<file path="src/common/nn_defines.svh">
`ifndef NN_DEFINES_SVH
`define NN_DEFINES_SVH

// layer geometry
`define NN_NUM_INPUTS 15
`define NN_NUM_NEURONS 4

// activations, weights and sums all share this width
`define NN_DATA_WIDTH 16

`endif

</file>
<file path="src/hiddenLayer/layerWeights.svh">
`ifndef LAYER_WEIGHTS_SVH
`define LAYER_WEIGHTS_SVH

// row per neuron, inputs 0..14 left to right
`define LAYER_WEIGHTS \
'{ \
	'{-450, 244, 295, -37, -212, 183, 249, -177, \
		-16, -502, 121, 311, -336, -112, -475}, \
	'{312, -88, 57, 406, -251, -19, 140, 233, \
		-367, 92, 18, -143, 275, 61, -204}, \
	'{-73, 158, -290, 14, 337, -126, -58, 401, \
		209, -315, 76, -22, 163, -388, 45}, \
	'{187, 266, -149, -241, 38, 352, -97, -12, \
		128, 71, -433, 254, -66, 199, 307} \
}

// bias per neuron
`define LAYER_BIASES \
'{ \
	0, -1200, 850, -300 \
}

`endif

</file>
<file path="src/common/nnPkg.sv">
`default_nettype none

`include "nn_defines.svh"

package nnPkg;

	typedef logic signed [`NN_DATA_WIDTH-1:0] activation_t;

	typedef logic [$clog2(`NN_NUM_NEURONS)-1:0] neuronIndex_t;
	typedef logic [$clog2(`NN_NUM_INPUTS)-1:0] inputIndex_t;

	typedef activation_t [`NN_NUM_INPUTS-1:0] featureVector_t; // slot 0 in the low bits
	typedef activation_t [`NN_NUM_NEURONS-1:0] layerResult_t;

	// one output beat
	typedef struct packed
	{
		neuronIndex_t neuron;
		activation_t value;
	} resultBeat_t;

	typedef enum logic
	{
		serIdle,
		serSending
	} serialState_t;

endpackage

`default_nettype wire

</file>
<file path="src/source/featureLoader.sv">
`default_nettype none

`include "nn_defines.svh"

module featureLoader
	import nnPkg::*;
(
	input logic clk,
	input logic reset,
	input logic inValid,
	output logic inReady,
	input activation_t inData,
	output logic vecValid,
	input logic vecReady,
	output featureVector_t vecData
);

	localparam inputIndex_t lastIndex = inputIndex_t'(`NN_NUM_INPUTS - 1);

	inputIndex_t slotIndex;
	logic inFire;
	logic vecFire;

	assign inReady = !vecValid; // blocked while a full vector waits
	assign inFire = inValid && inReady;
	assign vecFire = vecValid && vecReady;

	// ##############################
	// slot counter and full flag
	always_ff @(posedge clk)
	begin
		if (reset)
		begin
			slotIndex <= '0;
			vecValid <= 1'b0;
		end
		else
		begin
			if (inFire)
			begin
				if (slotIndex == lastIndex)
				begin
					slotIndex <= '0;
					vecValid <= 1'b1;
				end
				else
					slotIndex <= slotIndex + 1'b1;
			end
			if (vecFire)
				vecValid <= 1'b0;
		end
	end

	// payload
	always_ff @(posedge clk)
	begin
		if (inFire)
			vecData[slotIndex] <= inData;
	end

	slotInRange: assert property (
		@(posedge clk) disable iff (reset)
		slotIndex <= lastIndex
	);

endmodule

`default_nettype wire

</file>
<file path="config.mk">
export PLATFORM = sky130hd
export DESIGN_NAME = featureLoader
export DESIGN_NICKNAME = d
export VERILOG_FILES = /design/src/hiddenLayer/layerWeights.svh /design/src/common/nnPkg.sv /design/src/source/featureLoader.sv
export VERILOG_INCLUDE_DIRS = /design/src /design/src/common
export SDC_FILE = /design/constraint.sdc
export NUM_CORES = 1
export LEC_CHECK = 0
export ABC_AREA = 1
export CORE_ASPECT_RATIO = 0.5
export CORE_UTILIZATION = 50
export CTS_CLUSTER_DIAMETER = 80
export DETAILED_ROUTE_END_ITERATION = 12
export DONT_BUFFER_PORTS = 1
export GPL_TIMING_DRIVEN = 0
export PLACE_DENSITY = 0.74
export SYNTH_ARGS = -nofsm -noshare
export SYNTH_HDL_FRONTEND = slang
export SYNTH_SLANG_ARGS = --single-unit
</file>
<file path="constraint.sdc">
create_clock -name clk -period 3.89 [get_ports clk]
set_clock_uncertainty 0.05 [all_clocks]
set_input_delay 0.778 -clock clk [delete_from_list [all_inputs] [get_ports clk]]
set_output_delay 0.778 -clock clk [all_outputs]
set_load 0.005 [all_outputs]
</file>
* Word-level counts from Yosys, hierarchy flattened *
Cells that the tools add are included.

operators by class
  add/sub/neg operators = 1
  multiplexer cells = 4
  eq/ne operators = 1
  order comparisons = 2
  reduce and logical (&&, ||, !) cells = 6

operators with widths
  kind                                                               count
  bitwise mux 240 bit                                                1
  demux 16 bit (select 4 bit)                                        1
  two-way mux 16 bit                                                 1
  < comparator 4 x 5 -> 1 bit, second input constant                 1
  adder 4 x 1 -> 4 bit, second input constant                        1
  equality test 4 bit, second input constant                         1
  greater-or-equal comparator 4 x 1 -> 1 bit, second input constant  1
  two-way mux 4 bit                                                  1
  logical AND 1 bit                                                  3
  AND reduction 2 bit                                                1
  OR reduction 2 bit                                                 1
  logical NOT 1 bit                                                  1

storage, ports and cells
  output and inout port bits = 242
  word-level logic and storage cells = 31
  register bits after elaboration = 245
  bits of input ports = 20

* Longest topological paths before layout *
Gate-level depths: netlist (run 1).

  depth after elaboration = 5
  gate-level depth with buffers = 7
  depth with buffers taken out = 7

* Least setup slack after synthesis (run 1) *
Ideal clock, no wire load.

  path kind = in2reg
  start point = in inValid
  end point = reg vecData[80] (netlist name), enable pin
  path buffers = 0
  setup time = 409 ps
  setup slack = 1232 ps
  arrival = 2199 ps
  required time = 3431 ps
  stages on the path = 4
  path through = nand2_2 nor2_1 inv_1 nor3_1

on the way
  word-level cells in the longest chain between the ends = 1

ends and longest elaborated chain
  element                        RTL line             source
  start, declared                featureLoader.sv:10  input logic inValid,
  logical AND 1 bit              featureLoader.sv:25  assign inFire = inValid && inReady;
  end signal, assigned by index  featureLoader.sv:58  vecData[slotIndex] <= inData;
  end, declared                  featureLoader.sv:15  output featureVector_t vecData

Every way passes these cells.
A chain may end at the register's enable or synchronous reset.

==> run metrics, run 1 <==
Required @ worst endpoint=4.03 ns; post-route minimum period=between 2 and 2.5 ns; Max Fclk=435.9 MHz; leading cell types by count after synthesis=edfxtp_1 (240), nor2_1 (18), nand2_1 (14), inv_1 (6), nand3_1 (6); I/O Pins=between 200 and 300; CTS tree=done; CP Cell Sequence=inv_1 > or2_1 > nor3_2 > buf_8; Post-synth EDFFs=240; Final Cycle Share=58.98%; HP Start=reset; Area Growth Syn to Fin=14.50%; Synth top area share=95.35%; PD cells=557.7 mW/mm^2; fin util=59.19%; First-pass DRT Iterations=4; leading area contributor after synthesis=edfxtp_1; vias per cell=5.667; Relative slew margins=23.78%; WL final=16.41 mm; Metal-1 WL=6.255 mm; GRT Total Usage=20.01%; total number of vias=3111; post-cts sizing count=0; crit path buf inv count=2; CTS Buf Count=21; initial core utilization=roughly 52%; H-tree Lvls=1; setup bufs post-CTS=0; most numerous cell in the Yosys netlist=edfxtp_1; count of cell types in the netlist=14; Hold Buf Count CTS=0; initial antenna violation count=0; status=finished clean; number of DRC markers in iteration 0=278; flops & latches, synth=245; CTS Buffer Depth=3; fraction of registers with async set or reset after synthesis=0%; number of cell rows=31; DRC=0; clock insertion delay at the later pin of the skew report=0.49 ns; Slew @ Worst Pin=1.137 ns; core box area=0.01462 sq mm; number of clock sinks=between 200 and 250; Cell Area, Synth=0.007558 sq mm; Routed Antenna Nets=0; Ant. Diodes=0; Worst Path Max Fanout=9; Yosys warnings=0; final hold vios=0; height of the die=88.94 um; CTS Root Cell=clkbuf_16; maximum VDD drop=~310 uV; Reg clk slew, reported paths=0.07 ns; global route overflow=0; fillers=1003; max cap viols=0; CP delay by family, top=simple AND/OR/NAND/NOR gates; first-pass GRT wire length=between 20 and 25 mm; CP arrival=about 2.4 ns; CP Capture Type=flip-flop; delay of the slowest critical-path stage=0.88 ns; largest net degree at the start of global routing=18; # setup viols final=0; GP Congestion=0.7559; type of origin of the critical path=flip-flop; worst setup path start=slotIndex[3]; hold slack final=0.3025 ns; IO Port Bufs=0; Final Max Tran Viols=0; Nets=359; Setup TNS Final=0 ns; RSZ-0062 raised after global routing=no; die area=0.01564 sq mm; reg-to-reg startpoint=slotIndex[3]; top layer in use=met4; Die Wd=175.9 um; met2 WL=between 8 and 9 mm; Slowest cell on crit path=nor3_2; critical path class=reg2reg; vias in the first global route=~2900; Avg Synthesized Cell Area=24.95 sq um; share of layout cells above drive strength 1=18.23%; top post-synthesis cells by area=edfxtp_1 (95%), dfxtp_1 (1.3%), nor2_1 (0.89%), nand2_1 (0.70%), nand3_1 (0.40%); Mapped Nets=323; class of the tightest hold or removal check=in2reg; routed wl met3=between 1 and 1.5 mm; Top FF cell, synth=edfxtp_1; Syn Inst Count=303; sequential-to-total area share from yosys stat=96.67%; WL/cell=29.90 um; hpwl dp=10.96 mm; Lkg Pwr=2.725 nW
[layout make-up]
class | instances | area, sq um | area share [%]
Multi-Input combinational cell | 47 | 245.2 | 2.834
Tap cell | 198 | 247.7 | 2.863
Clock buffer | 25 | 540.5 | 6.245
Sequential cell | 245 | 7307 | 84.43
Timing Repair Buffer | 13 | 209.0 | 2.414
Inverter | 11 | 46.29 | 0.5349
Clock inverter | 10 | 58.81 | 0.6795
[power breakdown]
part           total, mW  switching, mW  internal, mW
sequential          2.94         0.0153          2.93
combinational     0.0396         0.0307       0.00892
clock               1.85          0.850         0.996
total               4.83          0.896          3.93
[metrics by stage]
stage	area, sq um	power [mW]	worst slack [ns]	instances
floorplan	7559	3.010	1.232	303
global placement	7806	3.025	-0.06716	501
detailed placement	8055	3.037	1.413	514
CTS	8655	4.861	1.649	549
global route	8655	4.960	1.538	549
finish	8655	4.827	1.596	549
[worst paths after layout]
check	endpoint	slack [ns]	depth (start not counted)
worst max-delay path	vecData[174]	1.60	4
worst min-delay path	vecValid	0.30	1
worst max register to register	vecData[174]	1.60	4
worst min register to register	slotIndex[0]	0.52	2
[routing by layer]
layer / global-route usage [%] / vias up
li1: - / 1251
met1: 25.97 / 1640
met2: 34.46 / 194
met3: 4.889 / 26
met4: 5.771 / 0
met5: 0 / -
[flip-flops by register name, summed over array words and instances, names as in the netlist]
name       flops
slotIndex      4
vecData      240
vecValid       1
[worst reg2reg max path, cell delays in order, from the launching register on]
cell and delay, ns:
dfxtp_1 0.42, inv_1 0.08, or2_1 0.30, nor3_2 0.88, buf_8 0.25
[kinds of logic (layout without fill, tap and decap cells)]
kind of cell | after synthesis | after routing | share of synthesized area [%]
flops | 245 | 245 | 96.67
simple gates | 45 | 45 | 2.582
buf+inv | 11 | 59 | 0.6124
compound gates | 2 | 2 | 0.1324
[layout by cell type (no fill, tap or decap), types with 5 or more instances in the layout]
| cell type | count |
|---|---|
| buf_8 | 8 |
| clkbuf_16 | 21 |
| clkinv_2 | 6 |
| dfxtp_1 | 5 |
| edfxtp_1 | 240 |
| inv_1 | 6 |
| nand2_1 | 14 |
| nand3_1 | 6 |
| nor2_1 | 8 |
| nor2_2 | 11 |
No activity file was read; power rests on OpenSTA's default activity.
==> inputs of run 2 (changes only) <==
==> constraint.sdc (replaced) <==
create_clock -name clk -period 2.2 [get_ports clk]
set_clock_uncertainty 0.05 [all_clocks]
set_input_delay 0.44 -clock clk [delete_from_list [all_inputs] [get_ports clk]]
set_output_delay 0.44 -clock clk [all_outputs]
set_load 0.005 [all_outputs]
==> run 2 against run 1 <==
- setup slack got worse by 1.6 ns
- via count rose by 2.7%
- non-clock buffer count rose by 18
- register-to-register slack got worse by 1.6 ns
- power rose by 82%
- highest routed layer unchanged
- largest power group unchanged
- sequential cell count did not move
- critical path depth rose by 1
==> run metrics, run 2 (same netlist as run 1, synthesis figures left out) <==
initial antenna violation count=0 (unchanged); hpwl dp=11.55 mm (+5.4%); number of cell rows=31 (unchanged); final hold vios=0 (unchanged); Design Area, Final=0.008877 sq mm (+2.6%); top layer in use=met4; fillers=962 (-4.1%); CTS tree=done; WL/cell=30.21 um (+1.0%); vias per cell=5.615 (-0.91%); Ant. Diodes=0 (unchanged); Max Fclk=463.2 MHz (+6.3%); WL final=17.19 mm (+4.7%); number of DRC markers in iteration 0=397 (+43%); First-pass DRT Iterations=5 (+1); CP arrival=2.31 ns (-0.12 ns); vias in the first global route=2978 (+3.9%); critical path class=reg2reg; Die Wd=175.9 um (unchanged); first-pass GRT wire length=22.67 mm (+5.9%); met2 WL=8.956 mm (+4.4%); Worst Path Max Fanout=9 (unchanged); largest net degree at the start of global routing=18 (unchanged); Nets=377 (+5.0%); Relative slew margins=48.89% (+25 points); GRT Total Usage=21.16% (+1.1 points); H-tree Lvls=1 (unchanged); IO Port Bufs=0 (unchanged); type of origin of the critical path=flip-flop; Lkg Pwr=2.810 nW (+3.1%); CTS Root Cell=clkbuf_16; maximum VDD drop=460.9 uV (+48%); RSZ-0062 raised after global routing=yes; FF/Latch Area=0.007307 sq mm (unchanged); Placed Area=0.008070 sq mm (+0.19%); Required @ worst endpoint=2.35 ns (-1.68 ns); CP Cell Sequence=nand2_1 > nor2_1 > inv_1 > nor2_2 > buf_8; CTS Buffer Depth=3 (unchanged); share of layout cells above drive strength 1=16.71% (-1.5 points); Final Cycle Share=98.13% (+39 points); routed wl met3=980 um (-26%); PD cells=990.4 mW/mm^2 (+78%); class of the tightest hold or removal check=in2reg; Final Max Tran Viols=0 (unchanged); # setup viols final=0 (unchanged); number of clock sinks=245 (unchanged); Regs by FF count=vecData: 240 flops, slotIndex: 4 flops, vecValid: 1 flops; Area Growth Syn to Fin=17.45%; Largest register FFs=240 (unchanged); Slowest cell on crit path=nor2_2; height of the die=88.94 um (unchanged); Routed Antenna Nets=0 (unchanged); status=finished clean; max cap viols=0 (unchanged); most flop-heavy register=vecData; post-route minimum period=2.159 ns (-0.1353 ns); commonest non-fill, non-tap cell in the layout=edfxtp_1; Reg clk slew, reported paths=0.07 ns (about the same); area occupied by multi-input gates=267.8 sq um (+9.2%); total number of vias=3195 (+2.7%); clock insertion delay at the later pin of the skew report=0.50 ns (about the same); Slew @ Worst Pin=0.7649 ns (-0.3722 ns); initial core utilization=51.69% (unchanged); CP Capture Type=flip-flop; global route overflow=0 (unchanged); Metal-1 WL=6.874 mm (+9.9%); most frequent cells in the layout=edfxtp_1 (240), clkbuf_16 (21), dlygate4sd3_1 (17); I/O Pins=262 (unchanged); CTS Buf Count=21 (unchanged); DRC=0 (unchanged); core box area=0.01462 sq mm (unchanged); fin util=60.71% (+1.5 points); GP Congestion=0.7323 (-3.1%); setup bufs post-CTS=0 (unchanged); die area=0.01564 sq mm (unchanged); delay of the slowest critical-path stage=0.52 ns (-0.36 ns)
[run 2: cell count changes in the layout (fill, tap and decap cells not counted), sizes merged]
cell / previous run / this run
clkbuf: 25 / 26
dlygate4sd3: 0 / 17
clkinv: 9 / 8
clkinvlp: 1 / 2
bufinv: 0 / 1
buf: 13 / 14
[run 2: worst paths after layout]
path         depth (start not counted)           end         start  slack (ns)
min reg2reg                          2  slotIndex[3]  slotIndex[3]        0.47
max reg2reg                          5   vecData[48]  slotIndex[1]        0.04
min                                  3  slotIndex[2]         reset        0.08
max                                  5   vecData[48]  slotIndex[1]        0.04
[run 2: area by class of cell]
cell class | count | share of cell area, %
Sequential cell | 245 | 82.31
Clock buffer | 26 | 6.131
Multi-Input combinational cell | 47 | 3.016
Timing Repair Buffer | 31 | 4.299
Clock inverter | 11 | 0.9302
Tap cell | 198 | 2.791
Inverter | 11 | 0.5215
[run 2: power breakdown]
group / switching, mW / internal, mW / leakage, nW
Combinational: 0.114 / 0.0418 / 0.301
Sequential: 0.0286 / 5.17 / 2.21
Clock: 1.56 / 1.88 / 0.299
Total: 1.70 / 7.09 / 2.81
[run 2: per-stage QoR]
| stage | power, mW | setup WS [ns] | instances | TNS (ns) | hold slack, ns |
|---|---|---|---|---|---|
| after floorplan | 5.324 | -0.01404 | 303 | -0.2246 | 0.4189 |
| after global placement | 5.353 | -1.391 | 501 | -109.65 | 0.4322 |
| after detailed placement | 5.382 | -0.03995 | 515 | -0.2357 | 0.4535 |
| after CTS | 8.836 | 0.06366 | 569 | 0 | 0.06553 |
| after global routing | 9.038 | -0.05975 | 569 | -0.8484 | 0.08040 |
| final | 8.792 | 0.04113 | 569 | 0 | 0.08029 |
[run 2: what timing repair did]
item,in CTS,in global routing
hold buffers,17,0
pin swaps,0,0
endpoints found under the hold margin,243,0
resized for setup,1,1
setup endpoints to repair,6,20
[run 2: worst max-delay path, delay by kind of cell, from the launching register on]
kind,cells,cell delay [ns]
buf+inv,2,0.36
flops,1,0.49
simple gates,3,0.94
[run 2: routing by layer]
layer | global-route usage [%] | vias to the layer above
met4 | 6.324 | 0
met2 | 36.11 | 189
met5 | 0 | -
met3 | 4.124 | 42
met1 | 28.40 | 1669
li1 | - | 1295
