===== config.mk =====
export PLATFORM = sky130hd
export DESIGN_NAME = resultSerializer
export DESIGN_NICKNAME = d
export VERILOG_FILES = /design/src/hiddenLayer/layerWeights.svh /design/src/common/nnPkg.sv /design/src/source/resultSerializer.sv
export VERILOG_INCLUDE_DIRS = /design/src /design/src/common
export SDC_FILE = /design/constraint.sdc
export NUM_CORES = 1
export LEC_CHECK = 0
export BUFFER_PORTS_ARGS = -buffer_cell sky130_fd_sc_hd__buf_4
export CORE_MARGIN = 2
export CORE_UTILIZATION = 37
export DETAILED_ROUTE_END_ITERATION = 10
export PLACE_DENSITY = 0.66
export REMOVE_ABC_BUFFERS = 1
export SLEW_MARGIN = 20
export SYNTH_ARGS = -nofsm -noshare
export SYNTH_HDL_FRONTEND = slang
export SYNTH_SLANG_ARGS = --single-unit

===== constraint.sdc =====
create_clock -name clk -period 3.8 [get_ports clk]
set_clock_uncertainty 0.1 [all_clocks]
set_input_delay 0.19 -clock clk [delete_from_list [all_inputs] [get_ports clk]]
set_output_delay 0.19 -clock clk [all_outputs]
set_load 0.05 [all_outputs]

===== src/common/nn_defines.svh =====
`ifndef NN_DEFINES_SVH
`define NN_DEFINES_SVH

// layer geometry
`define NN_NUM_INPUTS 15
`define NN_NUM_NEURONS 4

// activations, weights and sums all share this width
`define NN_DATA_WIDTH 16

`endif


===== src/hiddenLayer/layerWeights.svh =====
`ifndef LAYER_WEIGHTS_SVH
`define LAYER_WEIGHTS_SVH

// row per neuron, inputs 0..14 left to right
`define LAYER_WEIGHTS \
'{ \
	'{-450, 244, 295, -37, -212, 183, 249, -177, \
		-16, -502, 121, 311, -336, -112, -475}, \
	'{312, -88, 57, 406, -251, -19, 140, 233, \
		-367, 92, 18, -143, 275, 61, -204}, \
	'{-73, 158, -290, 14, 337, -126, -58, 401, \
		209, -315, 76, -22, 163, -388, 45}, \
	'{187, 266, -149, -241, 38, 352, -97, -12, \
		128, 71, -433, 254, -66, 199, 307} \
}

// bias per neuron
`define LAYER_BIASES \
'{ \
	0, -1200, 850, -300 \
}

`endif


===== src/common/nnPkg.sv =====
`default_nettype none

`include "nn_defines.svh"

package nnPkg;

	typedef logic signed [`NN_DATA_WIDTH-1:0] activation_t;

	typedef logic [$clog2(`NN_NUM_NEURONS)-1:0] neuronIndex_t;
	typedef logic [$clog2(`NN_NUM_INPUTS)-1:0] inputIndex_t;

	typedef activation_t [`NN_NUM_INPUTS-1:0] featureVector_t; // slot 0 in the low bits
	typedef activation_t [`NN_NUM_NEURONS-1:0] layerResult_t;

	// one output beat
	typedef struct packed
	{
		neuronIndex_t neuron;
		activation_t value;
	} resultBeat_t;

	typedef enum logic
	{
		serIdle,
		serSending
	} serialState_t;

endpackage

`default_nettype wire


===== src/source/resultSerializer.sv =====
`default_nettype none

`include "nn_defines.svh"

module resultSerializer
	import nnPkg::*;
(
	input logic clk,
	input logic reset,
	input logic resValid,
	output logic resReady,
	input layerResult_t resData,
	output logic outValid,
	input logic outReady,
	output resultBeat_t outBeat
);

	localparam neuronIndex_t lastNeuron = neuronIndex_t'(`NN_NUM_NEURONS - 1);

	serialState_t state;
	layerResult_t resultBuf;
	neuronIndex_t beatIndex;

	assign resReady = (state == serIdle);
	assign outValid = (state == serSending);
	assign outBeat.neuron = beatIndex;
	assign outBeat.value = resultBuf[beatIndex];

	// ##############################
	// control
	always_ff @(posedge clk)
	begin
		if (reset)
		begin
			state <= serIdle;
			beatIndex <= '0;
		end
		else
		begin
			case (state)
				serIdle:
				begin
					if (resValid)
						state <= serSending;
				end
				serSending:
				begin
					if (outReady)
					begin
						beatIndex <= beatIndex + 1'b1; // wraps back to 0 after the last
						if (beatIndex == lastNeuron)
							state <= serIdle;
					end
				end
				default:
					state <= serIdle;
			endcase
		end
	end

	always_ff @(posedge clk)
	begin
		if (resValid && resReady)
			resultBuf <= resData;
	end

	// every result starts at neuron 0
	idleAtZero: assert property (
		@(posedge clk) disable iff (reset)
		state == serIdle |-> beatIndex == '0
	);

endmodule

`default_nettype wire


Yosys cells after proc, flatten, opt, wreduce, memory -nomap -nowiden
Cells that the tools add are included.
W data, S select, Z words.
{ "totals": {"ff_bits": 67, "inputBits": 68, "out_inout_bits": 20, "word_cells": 18} }
{ "classes": {"addsub": 1, "n_lt_le_gt_ge": 1, "eq_ne": 1, "muxes": 6, "bitwise_logic": 1, "n_reduce_logical": 2} }
{ "op_table": {"columns": ["operator", "count"], "rows": [
  ["$bmux W16 S2", 1],
  ["$mux W16", 1],
  ["$lt A2 B3 Y1 const B", 1],
  ["$mux W1", 3],
  ["$add A2 B1 Y2 const B", 1],
  ["$eq A2 B2 Y1 const B", 1],
  ["$pmux W1 S2", 1],
  ["$reduce_and A2 Y1", 1],
  ["$logic_and A1 B1 Y1", 1],
  ["$not A1 Y1", 1]
]} }

Logic depth before layout (Yosys ltp)
Gate-level depths: netlist (run 1).
{ "depth": {"depth_word": 4, "ltp_mapped": 4, "ltp_nobuf": 3} }

Least setup slack after synthesis (run 1)
No wires, ideal clock.
{ "synth_timing": {"kind": "reg-to-reg", "from": "register state (netlist: outValid)", "to": "register resultBuf[0] (netlist bit) (enable)", "setup_time_ns": 0.493, "arrival_time_ns": 3.554, "required_time_ns": 3.207, "setup_slack_ns": -0.347, "stages_incl_launch_ff": 3, "n_path_buf": 1, "synth_period_minus_slack_ns": 4.147, "path_cell_list": "dfxtp_1 -> clkbuf_1 -> nor2b_1"} }
{ "synth_between": {"elab_chain_cells": 2} }
{ "synth_rtl": {"columns": ["item", "line_no", "source"], "rows": [
  ["from (decl)", "resultSerializer.sv:20", "serialState_t state;"],
  ["from (signal assigned)", "resultSerializer.sv:35", "state <= serIdle;"],
  ["from (signal assigned)", "resultSerializer.sv:44", "state <= serSending;"],
  ["from (signal assigned)", "resultSerializer.sv:52", "state <= serIdle;"],
  ["$not A1 Y1", null, null],
  ["$logic_and A1 B1 Y1", "resultSerializer.sv:63", "if (resValid && resReady)"],
  ["to (signal assigned)", "resultSerializer.sv:64", "resultBuf <= resData;"],
  ["to (decl)", "resultSerializer.sv:21", "layerResult_t resultBuf;"]
]} }
Every way passes these cells.
A chain may end at the register's enable or synchronous reset.

==> metrics.txt, run 1 <==
kind of end point of the critical path=primary output; fill cell count=437; GRT Util Overall=16.3%; cells along the critical path=mux4_1 > buf_4; Hold Fails Final Rpt=0; Final Power=1.69 mW; Max clock buf depth=2; RSZ-0062 raised after global routing=false; synthesized netlist cell count=99; standard-cell rows=29; Sequential Area=0.00198 sq mm; leak pwr=1.58 nW; commonest non-fill, non-tap cell in the layout=buf_4; Vias/cell=4.68; Critical Path RT=3.51 ns; commonest non-fill, non-tap cells in the layout=89 x buf_4, 66 x dlygate4sd3_1, 64 x edfxtp_1, 9 x clkbuf_8; cts repair resizes=0; synth-to-layout area growth=63.1%; Antenna Cells=0; clk slew on worst S/H paths=0.07 ns; DR vias=1,602; measured slew at the worst slew-check pin=0.849 ns; Final GP Congestion=0.758; endpoints failing setup=0; fraction of layout cells with a size suffix above 1=43.4%; Residual DRC=0; grt ovf=0; H-tree depth=3; Final period util=58.1%; # IOs=88; Crit Path Class=reg2out; number of distinct library cells after synthesis=17; Slowest-stage cell, CP=dfxtp_2; Syn Area/Cell=25.2 sq um; Peak VDD IR=212 uV; sequential share of the synthesized area=79.4%; root buf cell=clkbuf_8; highest clock rate=453 MHz; data arrival time of the worst path=1.92 ns; post-route antenna net violation count=0; Starting DRT DRC Count=84; Rel. slew slack=43.3%; Multi-input gate area=472 sq um; DIE WIDTH=86.1 microns; Syn. warnings=0; CP max stage delay=0.72 ns; #FFs+latches synth=67; final core occ=63.4%; Tmin final=2.21 ns; min-delay worst type=in2reg; WL per Instance=16.6 microns; pin count of the biggest net entering global routing=29; initial antenna violation count=0; PD cells=415 mW/mm^2; Synth Cell Area=0.00249 sq mm; First-pass DRT Iterations=4; CTS Sinks=67; Core ar.=0.00642 sq mm; I/O Buffers=87; status=finished, final reports clean; WL final=5690 microns; clk_lat worst skew=0.32 ns; max-cap violations=0; starting density of the core=38.8%; Total Nets Final=329; number of global-route vias before repair=1,807; clock buffer count from CTS=9; crit path launch type=flip-flop; CTS tree=built; first-pass GRT wire length=8800 microns; crit-path max FO=20; die height=86.1 microns; die footprint=0.00742 sq mm; Slew Limit Fails=0
## cells in the mapped netlist, drive strengths merged
cell,n,area [sq um]
a21bo,2,20.0
nor2b,1,6.26
a21oi,2,10.0
ha,1,12.5
mux4,16,390
clkbuf,1,3.75
buf,4,41.3
a311oi,1,8.76
inv,1,3.75
dfxtp,3,60.1
nand3,1,5.00
nor2,1,3.75
edfxtp,64,1920
nand3b,1,7.51
## cell type report
type                    instances  share of cell area [%]
inverters                       1                  0.0923
clock buffers                  10                    3.14
well taps                      77                    2.37
clock inverters                 6                    1.41
repair buffers                155                    32.7
flip-flops and latches         67                    48.7
multi-input cells              26                    11.6
## cell families (layout without fill, tap and decap cells)
family | after synthesis | after routing | synth area share [%]
AOI/OAI and AO/OA | 5 | 5 | 1.55
and+or+nand+nor | 4 | 4 | 0.903
adders and majority gates | 1 | 1 | 0.501
muxes | 16 | 16 | 15.6
DFF | 67 | 67 | 79.4
buffers and inverters | 6 | 172 | 1.96
## report_power, final
part           total, mW  leakage, nW  switching (mW)  internal, mW
Combinational      0.258        0.851           0.120         0.137
Clock              0.556       0.0974           0.257         0.299
Sequential         0.876        0.635          0.0187         0.857
## repair_timing
action,in CTS,in global routing
setup endpoints to repair,0,0
hold buffers,66,0
endpoints found under the hold margin,67,0
setup buffers,0,0
## per-stage QoR
stage	cell area, sq um	cells	setup slack [ns]	setup TNS, ns	hold slack, ns
2_1_floorplan	2450	94	-0.236	-15.12	0.159
5_1_grt	4070	342	1.48	0	0.0660
4_1_cts	4070	342	1.11	0	0.0619
3_5_place_dp	3220	260	1.48	0	0.269
6_report	4070	342	1.59	0	0.0707
3_3_place_gp	3220	260	1.54	0	0.266
## sequential cells by signal, indices dropped and copies added (netlist names)
name / count
beatIndex: 2
outValid: 1
resultBuf: 64
## worst paths after layout
path / to / from / slack [ns] / depth (start not counted)
worst max-delay path: outBeat[9] / beatIndex[0] / 1.59 / 2
worst min-delay path: outValid / resValid / 0.07 / 3
worst max register to register: resultBuf[27] / outValid / 2.05 / 2
worst min register to register: beatIndex[1] / outValid / 0.54 / 2
## worst max-delay path, delay by kind of cell, from the launching register on
family | cells | cell delay [ns]
muxes | 1 | 0.66
DFF | 1 | 0.72
buffers and inverters | 1 | 0.21
## metal layers
layer	vias to the layer above	track usage, %	share of wire (%)
li1	751	-	-
met2	61	31.4	56
met4	0	4.91	1.6
met5	-	0	0
met3	7	5.29	5.9
met1	783	16.6	36
(Power assumes the default switching activity.)
==> inputs of run 2 (changes only) <==
--- a/config.mk
+++ b/config.mk
@@ -6,11 +6,12 @@
 export SDC_FILE = /design/constraint.sdc
 export NUM_CORES = 1
 export LEC_CHECK = 0
+export ABC_AREA = 1
 export BUFFER_PORTS_ARGS = -buffer_cell sky130_fd_sc_hd__buf_4
 export CORE_MARGIN = 2
 export CORE_UTILIZATION = 37
 export DETAILED_ROUTE_END_ITERATION = 10
-export PLACE_DENSITY = 0.66
+export PLACE_DENSITY = 0.64
 export REMOVE_ABC_BUFFERS = 1
 export SLEW_MARGIN = 20
 export SYNTH_ARGS = -nofsm -noshare
==> constraint.sdc (replaced) <==
create_clock -name clk -period 2 [get_ports clk]
set_clock_uncertainty 0.1 [all_clocks]
set_input_delay 0.1 -clock clk [delete_from_list [all_inputs] [get_ports clk]]
set_output_delay 0.1 -clock clk [all_outputs]
set_load 0.05 [all_outputs]
==> metrics.txt, run 2 <==
min-delay worst type=in2reg; commonest non-fill, non-tap cells in the layout=93 x buf_4, 85 x nand2_1, 68 x inv_1, 67 x dlygate4sd3_1, 64 x edfxtp_1; Slowest-stage cell, CP=dlygate4sd3_1; Core ar.=0.00761 sq mm; crit-path max FO=18; post-route antenna net violation count=0; Most used DFF post-synth=edfxtp_1; final instance area=0.00451 sq mm; die height=92.0 microns; top layer in use=met4; Residual DRC=0; crit path launch type=flip-flop; synth cell count leaders=85 x nand2_1, 68 x inv_1, 64 x edfxtp_1, 33 x nand3_1; CTS Sinks=67; Final Power=3.64 mW; status=finished, final reports clean; I/O Buffers=87; Final period util=93.4%; delay-heaviest family, CP=buffers and inverters; leak pwr=2.15 nW; top cell type's share of synthesized area=67.0%; Place WS=0.522 ns; # IOs=88; detailed-routing wirelength on met1=2760 microns; Vias/cell=4.16; HPWL Detailed=3820 microns; cts repair resizes=0; starting density of the core=37.7%; Crit Path Class=reg2reg; Post-synth EDFFs=64; Placed Cells=458; final core occ=59.2%; CTS tree=built; final std cells w/o fill=541; sequential share of the synthesized area=69.1%; met2 WL=3200 microns; Tmin final=1.87 ns; die footprint=0.00847 sq mm; GRT Util Overall=16.1%; Antenna Cells=0; fill cell count=652; Max clock buf depth=2; Met3 Routed Length=338 microns; endpoints failing setup=0; WL final=6400 microns; synth-to-layout area growth=57.2%; Peak VDD IR=521 uV; grt ovf=0; ys async rst share=0%; Final GP Congestion=0.772; Total Nets Final=503; H-tree depth=3; max reg flops=64; placed inst area=0.00360 sq mm; First-pass DRT Iterations=4; clk_lat worst skew=0.33 ns; measured slew at the worst slew-check pin=0.421 ns; Critical Path RT=2.11 ns; number of distinct library cells after synthesis=13; Largest Register=resultBuf; WL per Instance=11.8 microns; standard-cell rows=32; root buf cell=clkbuf_8; clock buffer count from CTS=9; post-CTS repair timing setup buffer count=0; first-pass GRT wire length=10,400 microns; cells along the critical path=buf_4 > nand3_1 > nand2_1 > nor2_1 > dlygate4sd3_1; clk slew on worst S/H paths=0.07 ns; RSZ-0062 raised after global routing=false; critical path buffer and inverter count=2; Synth area leader=edfxtp_1; data arrival time of the worst path=1.98 ns; CP max stage delay=0.56 ns; Starting DRT DRC Count=104; number of global-route vias before repair=2,188; pin count of the biggest net entering global routing=35; max-cap violations=0; Syn. warnings=0; DR vias=2,248; highest clock rate=535 MHz; Rel. slew slack=71.9%; setup slack after layout=0.133 ns; synth top area cells=edfxtp_1 67%, nand2_1 11%, inv_1 8.9%; commonest non-fill, non-tap cell in the layout=buf_4; Slew Limit Fails=0; reg2reg setup slack=0.13 ns; initial antenna violation count=0; fraction of layout cells with a size suffix above 1=25.1%; PD cells=807 mW/mm^2; kind of end point of the critical path=flip-flop; Synth Cell Area=0.00287 sq mm; Syn Area/Cell=10.5 sq um; Hold Fails Final Rpt=0; DIE WIDTH=92.0 microns; synthesized netlist cell count=273; most common cell in the netlist=nand2_1; #FFs+latches synth=67
run 2: cell families (layout without fill, tap and decap cells):
logic type	Yosys count	count (layout)	share of synthesized area, %
adders and majority gates	1	1	0.436
AOI/OAI and AO/OA	1	1	0.174
and+or+nand+nor	124	124	17.7
buffers and inverters	80	246	12.6
DFF	67	67	69.1
run 2: through the flow:
step                      TNS (ns)  hold WS (ns)
after detailed placement         0         0.179
final                            0        0.0539
after floorplan            -122.61        0.0716
after CTS                        0        0.0342
after global placement           0         0.179
after global routing             0        0.0411
run 2: worst reg2reg max path: stages, from the launching register on:
cell and delay (ns):
dfxtp_1 0.54, buf_4 0.32, nand3_1 0.11, nand2_1 0.08
nor2_1 0.05, dlygate4sd3_1 0.56
run 2: routing by layer:
| layer | track usage, % | vias up |
|---|---|---|
| met2 | 27.3 | 63 |
| met3 | 4.27 | 13 |
| met1 | 19.6 | 1005 |
| met4 | 6.47 | 0 |
| met5 | 0 | - |
| li1 | - | 1167 |
run 2: layout make-up:
| type | instances | area (sq um) | area share [%] |
|---|---|---|---|
| Clock inverter | 6 | 104 | 2.30 |
| Tap cell | 102 | 128 | 2.83 |
| Clock buffer | 10 | 128 | 2.83 |
| Sequential cell | 67 | 1980 | 44.0 |
| Multi-Input combinational cell | 126 | 532 | 11.8 |
| Inverter | 70 | 265 | 5.89 |
| Timing Repair Buffer | 160 | 1370 | 30.4 |
run 2: power breakdown:
group | switching, mW | total [mW] | internal [mW]
logic | 0.384 | 0.676 | 0.292
clock network | 0.486 | 1.31 | 0.820
registers | 0.0258 | 1.66 | 1.63
total | 0.895 | 3.64 | 2.74
run 2: final timing paths:
kind / to / from / cells after the start
setup / recovery: beatIndex[0] / beatIndex[0] / 5
hold / removal: outValid / outReady / 4
setup reg to reg: beatIndex[0] / beatIndex[0] / 5
hold reg to reg: outValid / outValid / 2
run 2: repair_timing:
item                                    CTS  global route
endpoints found under the hold margin    67             0
endpoints found under the setup margin    0             0
hold buffers                             67             0
==> inputs of run 3 (changes only) <==
--- a/config.mk
+++ b/config.mk
@@ -8,8 +8,10 @@
 export LEC_CHECK = 0
 export ABC_AREA = 1
 export BUFFER_PORTS_ARGS = -buffer_cell sky130_fd_sc_hd__buf_4
+export CORE_ASPECT_RATIO = 1.75
 export CORE_MARGIN = 2
 export CORE_UTILIZATION = 37
+export CTS_BUF_LIST = sky130_fd_sc_hd__clkbuf_4 sky130_fd_sc_hd__clkbuf_8
 export DETAILED_ROUTE_END_ITERATION = 10
 export PLACE_DENSITY = 0.64
 export REMOVE_ABC_BUFFERS = 1
==> metrics.txt, run 3 (same netlist as run 2, synthesis figures left out) <==
status=finished, final reports clean; H-tree depth=3; Slowest-stage cell, CP=dlygate4sd3_1; first-pass GRT wire length=10,600 microns; clock buffer count from CTS=9; kind of end point of the critical path=flip-flop; Starting DRT DRC Count=98; post-route antenna net violation count=0; Final period util=93.6%; WL per Instance=13.0 microns; highest clock rate=534 MHz; Final GP Congestion=0.766; Place WS=0.522 ns; starting density of the core=38.1%; worst r2r path cells=6; Hold Fails Final Rpt=0; First-pass DRT Iterations=6; standard-cell rows=42; PD cells=780 mW/mm^2; final std cells w/o fill=528; # IOs=88; data arrival time of the worst path=2.00 ns; clk_lat worst skew=0.34 ns; hold worst-path end=resultBuf[63]; commonest non-fill, non-tap cell in the layout=buf_4; commonest non-fill, non-tap cells in the layout=91 x buf_4, 85 x nand2_1, 69 x dlygate4sd3_1, 68 x inv_1, 64 x edfxtp_1; fraction of layout cells with a size suffix above 1=25.2%; Antenna Cells=0; HPWL Detailed=4130 microns; crit-path max FO=11; max reg flops=64; CTS tree=built; measured slew at the worst slew-check pin=0.359 ns; critical path buffer and inverter count=3; GRT Util Overall=16.8%; min-delay worst type=in2reg; DR vias=2,314; delay-heaviest family, CP=buffers and inverters; DIE WIDTH=70.5 microns; leak pwr=2.15 nW; Crit Path Class=reg2reg; hold path cells=2; most frequent cell on the critical path=nor2_1; reg2reg end=outValid; setup total negative slack=0 ns; Max clock buf depth=2; crit path launch type=flip-flop; max-cap violations=0; Residual DRC=0; I/O Buffers=87; CP max stage delay=0.54 ns; CTS Sinks=67; die footprint=0.00849 sq mm; Placed Cells=443; pin count of the biggest net entering global routing=36; clk slew on worst S/H paths=0.07 ns; die height=120 microns; hold path start=resData[63]; Peak VDD IR=608 uV; Rel. slew slack=76.1%; Largest Register=resultBuf; Critical Path RT=2.13 ns; Vias/cell=4.38; Core ar.=0.00751 sq mm; root buf cell=clkbuf_8; Total Nets Final=504; RSZ-0062 raised after global routing=false; reg2reg setup slack=0.13 ns; setup slack after layout=0.129 ns; post-CTS repair timing setup buffer count=0; endpoints failing setup=0; synth-to-layout area growth=56.4%; initial antenna violation count=0; grt ovf=0; number of global-route vias before repair=2,345; Slew Limit Fails=0; WL final=6880 microns; Tmin final=1.87 ns; source of the worst register-to-register timing path=beatIndex[1]; cells along the critical path=buf_4 > ha_1 > inv_1 > nor2_1 > nor2_1 > dlygate4sd3_1
[run 3: final cells by class]
type	count	area, sq um
sequential	67	1980
clock buffer	14	174
tap	88	110
fill	609	3030
clock inverter	2	35.0
multi-input combinational	126	532
timing repair buffer	161	1390
inverter	70	265
[run 3: worst max-delay path by stage]
stage,start,slack (ns),depth (start not counted),end
finish,beatIndex[1],0.13,6,outValid
detailed placement,outValid,0.52,2,resultBuf[20]
global placement,outValid,0.55,2,resultBuf[10]
CTS,beatIndex[0],0.10,6,outValid
global route,beatIndex[1],0.003,6,outValid
floorplan,outValid,-1.86,1,resultBuf[0]
[run 3: through the flow]
step	hold WS, ns	area (sq um)	power (mW)	utilization, %
2_1_floorplan	0.0716	2770	2.02	-
3_3_place_gp	0.179	3580	2.25	47.6
3_5_place_dp	0.179	3580	2.26	47.6
4_1_cts	0.351	4480	3.53	59.6
5_1_grt	0.362	4480	3.63	59.7
6_report	0.366	4480	3.50	59.7
[run 3: timing repair]
action / 4_1_cts / 5_1_grt
setup endpoints to repair: 0 / 1
hold endpoints to repair: 67 / 0
hold buffers: 69 / 0
resized for setup: 0 / 1
[run 3: metal layers]
layer	up-vias	wire length, microns	track usage, %
met5	-	0	0
met4	0	374	11.4
met3	29	273	4.17
met2	75	3740	30.4
met1	1043	2490	16.5
li1	1167	-	-
[run 3: where the power goes]
group	switching, mW	leakage [nW]	total [mW]	internal (mW)
Combinational	0.390	1.41	0.685	0.295
Clock	0.472	0.111	1.16	0.684
Sequential	0.0251	0.635	1.66	1.63
